<file path="src/common/txFifoPkg.sv">
// Shared widths, entry layout and delimiter codes for the transmit byte FIFO; import with txFifoPkg::*
`default_nettype none

package txFifoPkg;

  ////////////////////////////////////////////////////////////////////////////
  // Word and byte geometry
  ////////////////////////////////////////////////////////////////////////////

  // Payload bits carried by one written word
  parameter int TX_DATA_WIDTH  = 32;
  // Bits per emitted byte
  parameter int TX_BYTE_WIDTH  = 8;
  // Byte lanes per word, also the byte-enable mask width
  parameter int TX_LANES       = TX_DATA_WIDTH / TX_BYTE_WIDTH;
  // Frame delimiter tag width
  parameter int TX_DELIM_WIDTH = 2;

  ////////////////////////////////////////////////////////////////////////////
  // Stored entry layout
  ////////////////////////////////////////////////////////////////////////////

  // Entry is {delimiter, byte-enable mask, payload}, payload at bit 0
  parameter int TX_ENTRY_MASK_LSB  = TX_DATA_WIDTH;
  parameter int TX_ENTRY_DELIM_LSB = TX_ENTRY_MASK_LSB + TX_LANES;
  // Full entry width, 38 bits with the default geometry
  parameter int TX_ENTRY_WIDTH     = TX_ENTRY_DELIM_LSB + TX_DELIM_WIDTH;

  ////////////////////////////////////////////////////////////////////////////
  // Frame delimiter codes
  ////////////////////////////////////////////////////////////////////////////

  // Opens a frame
  parameter logic [TX_DELIM_WIDTH-1:0] TX_DELIM_FIRST  = 2'b00;
  // Inside a frame
  parameter logic [TX_DELIM_WIDTH-1:0] TX_DELIM_MIDDLE = 2'b01;
  // Closes a frame
  parameter logic [TX_DELIM_WIDTH-1:0] TX_DELIM_LAST   = 2'b10;
  // Frame held in one word, passed through untouched
  parameter logic [TX_DELIM_WIDTH-1:0] TX_DELIM_SINGLE = 2'b11;

endpackage

`default_nettype wire

</file>
<file path="src/txFifoBuffer/txFifoWordBuffer.sv">
// Word storage of the transmit FIFO; holds entries, tracks level and flags, serves registered pops
`timescale 1ns/100ps
`default_nettype none

module txFifoWordBuffer
  import txFifoPkg::*;
#(
  parameter int ADDR_WIDTH             = 4,
  parameter int ALMOST_FULL_THRESHOLD  = 12,
  parameter int ALMOST_EMPTY_THRESHOLD = 2
)
(
  input  wire                       macCoreTxClk,
  input  wire                       macCoreClkHardRst_n,
  // Clears pointers and level at the next edge
  input  wire                       flush,
  // Write port
  input  wire                       wrStrobe,
  input  wire [TX_ENTRY_WIDTH-1:0]  wrEntry,
  // Pop port towards the unpacker
  input  wire                       popStrobe,
  output logic                      wordAvail,
  output logic [TX_ENTRY_WIDTH-1:0] popEntry,
  output logic                      popValid,
  // Level flags
  output logic                      full,
  output logic                      almostFull,
  output logic                      almostEmpty
);

  ////////////////////////////////////////////////////////////////////////////
  // Local constants
  ////////////////////////////////////////////////////////////////////////////

  localparam int DEPTH = 1 << ADDR_WIDTH;
  // Thresholds sized to the level counter
  localparam logic [ADDR_WIDTH:0] AF_LEVEL = (ADDR_WIDTH+1)'(ALMOST_FULL_THRESHOLD);
  localparam logic [ADDR_WIDTH:0] AE_LEVEL = (ADDR_WIDTH+1)'(ALMOST_EMPTY_THRESHOLD);

  ////////////////////////////////////////////////////////////////////////////
  // Storage and control state
  ////////////////////////////////////////////////////////////////////////////

  logic [TX_ENTRY_WIDTH-1:0] fifoMem [DEPTH];
  logic [ADDR_WIDTH-1:0]     wrPtr;
  logic [ADDR_WIDTH-1:0]     rdPtr;
  // Words held, 0 to DEPTH, one extra bit for full
  logic [ADDR_WIDTH:0]       level;

  // Pointers, level and pop pulse
  always_ff @(posedge macCoreTxClk or negedge macCoreClkHardRst_n)
  begin
    if (!macCoreClkHardRst_n)
    begin
      wrPtr    <= '0;
      rdPtr    <= '0;
      level    <= '0;
      popValid <= 1'b0;
    end
    else if (flush)
    begin
      wrPtr    <= '0;
      rdPtr    <= '0;
      level    <= '0;
      popValid <= 1'b0;
    end
    else
    begin
      if (wrStrobe)
        wrPtr <= wrPtr + 1'b1;
      if (popStrobe)
        rdPtr <= rdPtr + 1'b1;
      // Entry is on popEntry one cycle after the pop
      popValid <= popStrobe;
      // Simultaneous write and pop leave the level unchanged
      case ({wrStrobe, popStrobe})
        2'b10:   level <= level + 1'b1;
        2'b01:   level <= level - 1'b1;
        default: level <= level;
      endcase
    end
  end

  // Memory write and registered read
  always_ff @(posedge macCoreTxClk)
  begin
    if (wrStrobe)
      fifoMem[wrPtr] <= wrEntry;
    if (popStrobe)
      popEntry <= fifoMem[rdPtr];
  end

  ////////////////////////////////////////////////////////////////////////////
  // Status from the level
  ////////////////////////////////////////////////////////////////////////////

  assign wordAvail   = (level != '0);
  // MSB is set only at level == DEPTH
  assign full        = level[ADDR_WIDTH];
  assign almostFull  = (level >= AF_LEVEL);
  assign almostEmpty = (level <= AE_LEVEL);

  ////////////////////////////////////////////////////////////////////////////
  // Protocol checks
  ////////////////////////////////////////////////////////////////////////////

  // Producer honours full
  noWriteWhenFull: assert property (
    @(posedge macCoreTxClk) disable iff (!macCoreClkHardRst_n)
    wrStrobe |-> !full
  );

  // Unpacker pops only a held word
  noPopWhenEmpty: assert property (
    @(posedge macCoreTxClk) disable iff (!macCoreClkHardRst_n)
    popStrobe |-> wordAvail
  );

  // Threshold setting keeps flags ordered
  fullImpliesAlmostFull: assert property (
    @(posedge macCoreTxClk) disable iff (!macCoreClkHardRst_n)
    full |-> almostFull
  );

  // A word with no enabled lane would stall the unpacker
  noZeroMaskWrite: assert property (
    @(posedge macCoreTxClk) disable iff (!macCoreClkHardRst_n)
    wrStrobe |-> (wrEntry[TX_ENTRY_MASK_LSB +: TX_LANES] != '0)
  );

endmodule

`default_nettype wire

</file>
<file path="src/txFifoUnpack/txFifoByteUnpacker.sv">
// Byte unpacker of the transmit FIFO; stages one word, emits enabled lanes with rewritten delimiters
`timescale 1ns/100ps
`default_nettype none

module txFifoByteUnpacker
  import txFifoPkg::*;
(
  input  wire                       macCoreTxClk,
  input  wire                       macCoreClkHardRst_n,
  input  wire                       flush,
  // Word buffer side
  input  wire [TX_ENTRY_WIDTH-1:0]  popEntry,
  input  wire                       popValid,
  input  wire                       wordAvail,
  output logic                      popStrobe,
  // Transmit controller side
  input  wire                       txByteRead,
  output logic                      txByteReady,
  output logic                      txByteValid,
  output logic [TX_BYTE_WIDTH-1:0]  txByteData,
  output logic [TX_DELIM_WIDTH-1:0] txByteDelim
);

  ////////////////////////////////////////////////////////////////////////////
  // Staging word
  ////////////////////////////////////////////////////////////////////////////

  logic [TX_DATA_WIDTH-1:0]  stageData;
  logic [TX_DELIM_WIDTH-1:0] stageDelim;
  // Lanes not yet emitted
  logic [TX_LANES-1:0]       remMask;
  // At least one byte of this word already read
  logic                      byteEmitted;

  // Lane decode of the current read
  logic [TX_LANES-1:0]       laneSel;
  logic [TX_LANES-1:0]       remAfterRead;
  logic                      lastLane;
  logic                      stageEmpty;
  logic                      lastRead;
  logic [TX_BYTE_WIDTH-1:0]  laneByte;
  logic [TX_DELIM_WIDTH-1:0] laneDelim;

  ////////////////////////////////////////////////////////////////////////////
  // Lane selection
  ////////////////////////////////////////////////////////////////////////////

  // Lowest remaining lane as one-hot
  assign laneSel      = remMask & (~remMask + 1'b1);
  assign remAfterRead = remMask & ~laneSel;
  // Selected lane is the final one of the word
  assign lastLane     = (remAfterRead == '0);
  assign stageEmpty   = (remMask == '0);
  assign txByteReady  = !stageEmpty;

  // Byte mux on the one-hot lane
  always_comb
  begin
    laneByte = '0;
    for (int i = 0; i < TX_LANES; i++)
    begin
      if (laneSel[i])
        laneByte = stageData[i*TX_BYTE_WIDTH +: TX_BYTE_WIDTH];
    end
  end

  ////////////////////////////////////////////////////////////////////////////
  // Delimiter rewrite
  ////////////////////////////////////////////////////////////////////////////

  always_comb
  begin
    case (stageDelim)
      // First only on the word's first emitted byte
      TX_DELIM_FIRST:
        laneDelim = byteEmitted ? TX_DELIM_MIDDLE : TX_DELIM_FIRST;
      // Last only on the word's final lane
      TX_DELIM_LAST:
        laneDelim = lastLane ? TX_DELIM_LAST : TX_DELIM_MIDDLE;
      TX_DELIM_SINGLE:
        laneDelim = TX_DELIM_SINGLE;
      default:
        laneDelim = TX_DELIM_MIDDLE;
    endcase
  end

  ////////////////////////////////////////////////////////////////////////////
  // Prefetch request
  ////////////////////////////////////////////////////////////////////////////

  // Read that drains the stage
  assign lastRead  = txByteRead && lastLane;
  // Empty stage with no word returning, or stage draining now
  // popValid marks the cycle where a popped word is still on its way
  assign popStrobe = wordAvail && !flush &&
                     ((stageEmpty && !popValid) || lastRead);

  ////////////////////////////////////////////////////////////////////////////
  // Stage control
  ////////////////////////////////////////////////////////////////////////////

  always_ff @(posedge macCoreTxClk or negedge macCoreClkHardRst_n)
  begin
    if (!macCoreClkHardRst_n)
    begin
      remMask     <= '0;
      byteEmitted <= 1'b0;
    end
    else if (flush)
    begin
      remMask     <= '0;
      byteEmitted <= 1'b0;
    end
    else if (popValid)
    begin
      // New word arrives only into an empty stage
      remMask     <= popEntry[TX_ENTRY_MASK_LSB +: TX_LANES];
      byteEmitted <= 1'b0;
    end
    else if (txByteRead)
    begin
      remMask     <= remAfterRead;
      byteEmitted <= 1'b1;
    end
  end

  // Stage payload and tag
  always_ff @(posedge macCoreTxClk)
  begin
    if (popValid)
    begin
      stageData  <= popEntry[0 +: TX_DATA_WIDTH];
      stageDelim <= popEntry[TX_ENTRY_DELIM_LSB +: TX_DELIM_WIDTH];
    end
  end

  ////////////////////////////////////////////////////////////////////////////
  // Byte output stage
  ////////////////////////////////////////////////////////////////////////////

  // Valid one cycle after each read, dropped by flush
  always_ff @(posedge macCoreTxClk or negedge macCoreClkHardRst_n)
  begin
    if (!macCoreClkHardRst_n)
      txByteValid <= 1'b0;
    else if (flush)
      txByteValid <= 1'b0;
    else
      txByteValid <= txByteRead;
  end

  always_ff @(posedge macCoreTxClk)
  begin
    if (txByteRead)
    begin
      txByteData  <= laneByte;
      txByteDelim <= laneDelim;
    end
  end

  ////////////////////////////////////////////////////////////////////////////
  // Protocol checks
  ////////////////////////////////////////////////////////////////////////////

  // Consumer reads only while a byte is staged
  noReadWhenNotReady: assert property (
    @(posedge macCoreTxClk) disable iff (!macCoreClkHardRst_n)
    txByteRead |-> txByteReady
  );

  // Returned word never overwrites undrained lanes
  popIntoEmptyStage: assert property (
    @(posedge macCoreTxClk) disable iff (!macCoreClkHardRst_n)
    popValid |-> stageEmpty
  );

endmodule

`default_nettype wire

</file>
<file path="src/verilog/txFifoTop.sv">
// Transmit byte FIFO top: word writes in, enabled bytes out with rewritten delimiters
`timescale 1ns/100ps
`default_nettype none

module txFifoTop
  import txFifoPkg::*;
#(
  // Word buffer depth is 2**ADDR_WIDTH
  parameter int ADDR_WIDTH             = 4,
  // Level at or above which almost-full is raised
  parameter int ALMOST_FULL_THRESHOLD  = 12,
  // Level at or below which almost-empty is raised
  parameter int ALMOST_EMPTY_THRESHOLD = 2
)
(
  // Clock and reset
  input  wire                       macCoreTxClk,
  input  wire                       macCoreClkHardRst_n,
  // Synchronous clear of buffer and unpacker
  input  wire                       txFifoFlush,
  // Write side, one word per strobe
  input  wire                       txFifoWrite,
  input  wire [TX_DATA_WIDTH-1:0]   txFifoWrData,
  input  wire [TX_LANES-1:0]        txFifoWrEn,
  input  wire [TX_DELIM_WIDTH-1:0]  txFifoWrDelim,
  output logic                      txFifoFull,
  output logic                      txFifoAlmostFull,
  output logic                      txFifoAlmostEmpty,
  // Read side, one byte per strobe
  input  wire                       txByteRead,
  output logic                      txByteReady,
  output logic                      txByteValid,
  output logic [TX_BYTE_WIDTH-1:0]  txByteData,
  output logic [TX_DELIM_WIDTH-1:0] txByteDelim
);

  ////////////////////////////////////////////////////////////////////////////
  // Internal nets
  ////////////////////////////////////////////////////////////////////////////

  // Packed write entry
  logic [TX_ENTRY_WIDTH-1:0] wrEntry;
  // Buffer to unpacker handshake
  logic [TX_ENTRY_WIDTH-1:0] popEntry;
  logic                      popStrobe;
  logic                      popValid;
  logic                      wordAvail;

  // Pack payload, mask and delimiter into one stored entry
  assign wrEntry[0 +: TX_DATA_WIDTH]                 = txFifoWrData;
  assign wrEntry[TX_ENTRY_MASK_LSB +: TX_LANES]      = txFifoWrEn;
  assign wrEntry[TX_ENTRY_DELIM_LSB +: TX_DELIM_WIDTH] = txFifoWrDelim;

  // Word storage, level and flags
  txFifoWordBuffer #(
    .ADDR_WIDTH             (ADDR_WIDTH),
    .ALMOST_FULL_THRESHOLD  (ALMOST_FULL_THRESHOLD),
    .ALMOST_EMPTY_THRESHOLD (ALMOST_EMPTY_THRESHOLD)
  ) u_wordBuffer (
    .macCoreTxClk        (macCoreTxClk),
    .macCoreClkHardRst_n (macCoreClkHardRst_n),
    .flush               (txFifoFlush),
    .wrStrobe            (txFifoWrite),
    .wrEntry             (wrEntry),
    .popStrobe           (popStrobe),
    .wordAvail           (wordAvail),
    .popEntry            (popEntry),
    .popValid            (popValid),
    .full                (txFifoFull),
    .almostFull          (txFifoAlmostFull),
    .almostEmpty         (txFifoAlmostEmpty)
  );

  // Word to byte conversion and delimiter rewrite
  txFifoByteUnpacker u_byteUnpacker (
    .macCoreTxClk        (macCoreTxClk),
    .macCoreClkHardRst_n (macCoreClkHardRst_n),
    .flush               (txFifoFlush),
    .popEntry            (popEntry),
    .popValid            (popValid),
    .wordAvail           (wordAvail),
    .txByteRead          (txByteRead),
    .popStrobe           (popStrobe),
    .txByteReady         (txByteReady),
    .txByteValid         (txByteValid),
    .txByteData          (txByteData),
    .txByteDelim         (txByteDelim)
  );

endmodule

`default_nettype wire

</file>
<file path="config.mk">
export PLATFORM = sky130hd
export DESIGN_NAME = txFifoTop
export DESIGN_NICKNAME = d
export VERILOG_FILES = /design/src/common/txFifoPkg.sv /design/src/txFifoBuffer/txFifoWordBuffer.sv /design/src/txFifoUnpack/txFifoByteUnpacker.sv /design/src/verilog/txFifoTop.sv
export SDC_FILE = /design/constraint.sdc
export NUM_CORES = 1
export LEC_CHECK = 0
export BUFFER_PORTS_ARGS = -buffer_cell sky130_fd_sc_hd__buf_4
export CORE_MARGIN = 1
export CORE_UTILIZATION = 56
export DETAILED_ROUTE_END_ITERATION = 6
export HOLD_SLACK_MARGIN = 0.05
export PLACE_DENSITY = 0.73
export SLEW_MARGIN = 40
export SYNTH_ARGS = -nofsm -noshare
export SYNTH_HDL_FRONTEND = slang
export SYNTH_HIERARCHICAL = 1
export SYNTH_SLANG_ARGS = --single-unit
</file>
<file path="constraint.sdc">
create_clock -name macCoreTxClk -period 4.8 [get_ports macCoreTxClk]
set_input_delay 0.72 -clock macCoreTxClk [delete_from_list [all_inputs] [get_ports macCoreTxClk]]
set_output_delay 0.72 -clock macCoreTxClk [all_outputs]
set_load 0.05 [all_outputs]
</file>
==> flow_metrics.tcl <==
set metrics [dict create \
    hold_buffers 1 \
    worst-path-buf-inv 0 \
    hold_ws_ns 0.408 \
    synth_edf_count 690 \
    multi_input_area_um2 5270 \
    drt-total-wl_mm 55.5 \
    synth_seq_cells 710 \
    hold_violations 0 \
    totalNegativeSetupSlack_ns 0 \
    synth_cell_types 42 \
    die-height_um 220 \
    max_stage_delay_ns 0.63 \
    cts_tree "done" \
    drive_gt1_frac 0.284 \
    powerDensity_nw_per_um2 510 \
    grt_pass1_wl_mm 81.9 \
    period_needed_ns 2.94 \
    synth_nets 1248 \
    seq_area_um2 21200 \
    globalplace.congestion 0.815 \
    synth_top_area_frac 0.776 \
    rows 79 \
    cp_common_cell "nor2b_1" \
    wl_per_cell_um 28.1 \
    crit_slowest_cell "dfrtp_1" \
    start_util 0.571 \
    htreeDepth 3 \
    p_leak_uw 0.00967 \
    hold_class "register to register" \
    setup_viol 0 \
    syn_area_per_cell_um2 22.3 \
    ys_seq_area_frac 0.794 \
    worstPathCellList "nor2_2 -> o21ai_0 -> a21oi_4 -> nor2b_1 -> xor2_1 -> ha_1 -> o31ai_1 -> a32oi_1 -> xnor2_1 -> nor2b_1" \
    cp.required_ns 5.28 \
    cts_buffer_depth 3 \
    cts_resized 0 \
    ios 58 \
    met2_usage 0.382 \
    fillerInstances 2938 \
    drv_cap 0 \
    synth_most_common_cell "edfxtp_1" \
    fmax_mhz 340 \
    ys_async_sr_fraction 0.0282 \
    status "finished, violations left" \
    area_growth_pct 14.4 \
    failed_checks "DRC" \
    endpoint_kind "register" \
    crit_type "register to register" \
    firstDrtPassIters 7 \
    fin_nets 1360 \
    grt_max_degree 62 \
    tightest_slew_ns 0.843 \
    dpl_worst_slack_ns 1.65 \
    worstPathMaxFanout 15 \
    root_buffer "clkbuf_16" \
    path_clk_slew_ns 0.06 \
    dp_hpwl_mm 31.3 \
    grtUsageTotal 0.237 \
    critPathTopFamily "simple AND/OR/NAND/NOR gates" \
    post-route-period-util 0.613 \
    ys.flop_type "edfxtp_1" \
    grt.met1_usage 0.338 \
    vias 12600 \
    cts_buffers 70 \
    io_buffers 57 \
    grt_setup_unrepaired "false" \
    syn_area_um2 26700 \
    slew_headroom 0.437 \
    cts_num_sinks 710 \
    postRouteAntennaNets 0 \
    regToRegSetupSlack_ns 1.86 \
    synthTopCellsByCount "edfxtp_1, mux4_2, a22oi_1, nand2_1, clkbuf_1" \
    dieArea_um2 48600 \
    ir_worst_vdd_mv 0.448 \
    antenna_found_initial 2 \
    clock_skew_ns 0.0205 \
    drtIter0Drc 1446 \
    grt-busiest-layer "met2" \
    syn_inst 1198 \
    gr-total-overflow 0 \
    ys_top_cells_by_area "edfxtp_1, mux4_2, a22oi_1" \
    worst_slack_ns 1.86 \
    die_width_um 220 \
    worstPathArrival_ns 3.42 \
    clkLatencyLatePin_ns 0.59 \
    startpoint_type "register" \
    drcViolationCount 3 \
    vias_per_cell 6.38 \
    post_cts_buffers 0 \
    core_um2 46800 \
    maxSlewViolCount 0 \
    grt_pass1_vias 12800 \
    synth_top_area_cell "edfxtp_1" \
    met3_usage 0.0392 \
    ys_warn_count 6 \
]
## layout by cell type (no fill, tap or decap), drive strengths merged, types with 2 or more instances in the layout
cell and n:
xor2 6, mux4 152, a221oi 8, bufinv 8, nor2 30, ha 7, and2 2, mux2i 3
o21ai 12, xnor2 4, a211oi 2, a22oi 77, buf 102, a21oi 8, clkbuf 94, nor3 9
nor2b 17, dfrtp 20, edfxtp 690, nand4 2, inv 11, clkinv 18, nand2 59, nand2b 4
## per-stage QoR
step,util,std cells,power [µW],instance area [µm²]
global placement,0.600,1836,10300,28000
global route,0.653,1970,16100,30500
CTS,0.653,1969,15700,30500
finish,0.653,1970,15600,30500
floorplan,-,1198,9650,26700
detailed placement,0.604,1844,10300,28300
## state kept, by name, summed over array words and instances (netlist names)
name                        cells
u_byteUnpacker/stageData       32
u_byteUnpacker/txByteDelim      2
u_wordBuffer/fifoMem          608
u_byteUnpacker/remMask          4
u_byteUnpacker/byteEmitted      1
u_wordBuffer/popEntry          38
u_byteUnpacker/txByteData       8
u_wordBuffer/rdPtr              4
u_byteUnpacker/txByteValid      1
u_wordBuffer/popValid           1
u_wordBuffer/wrPtr              4
u_wordBuffer/level              5
u_byteUnpacker/stageDelim       2
## final cells by class
class,count,share of cell area
well taps,607,0.0249
inverters,7,0.000860
clock buffers,94,0.0627
flip-flops and latches,710,0.695
clock inverters,30,0.0116
repair buffers,103,0.0323
diodes,1,0.0000819
multi-input cells,418,0.172
## path summary, 6_finish.rpt
check,from,end,cells past startpoint
worst min-delay path,u_wordBuffer/popEntry[30]$_DFFE_PP_,u_byteUnpacker/stageData[30]$_DFFE_PP_,0
min in group asynchronous,macCoreClkHardRst_n,u_byteUnpacker/txByteValid$_DFF_PN0_,2
max in group asynchronous,macCoreClkHardRst_n,u_wordBuffer/popValid$_DFF_PN0_,2
worst min register to register,u_wordBuffer/popEntry[30]$_DFFE_PP_,u_byteUnpacker/stageData[30]$_DFFE_PP_,0
worst max register to register,u_byteUnpacker/remMask[1]$_DFFE_PN0P_,u_wordBuffer/level[4]$_DFFE_PN0P_,10
worst max-delay path,u_byteUnpacker/remMask[1]$_DFFE_PN0P_,u_wordBuffer/level[4]$_DFFE_PN0P_,10
## layer usage
layer | routed length (µm) | vias to the layer above
met1 | 22600 | 6680
met4 | 1260 | 2
met2 | 27600 | 553
li1 | - | 5241
met5 | 13 | -
met3 | 3960 | 90
## cells by family after synthesis
group	share of synthesized area
muxes	0.129
and+or+nand+nor	0.0222
adders and majority gates	0.00328
DFF	0.794
buffers and inverters	0.0139
xor gates and xnor gates	0.00328
AOI/OAI and AO/OA	0.0336
## report_power, final
group,internal (µW),total (µW),switching (µW)
logic,1250,2550,1300
registers,7300,7620,324
clock network,3240,5420,2180
Power figures use the tool's default switching activity.
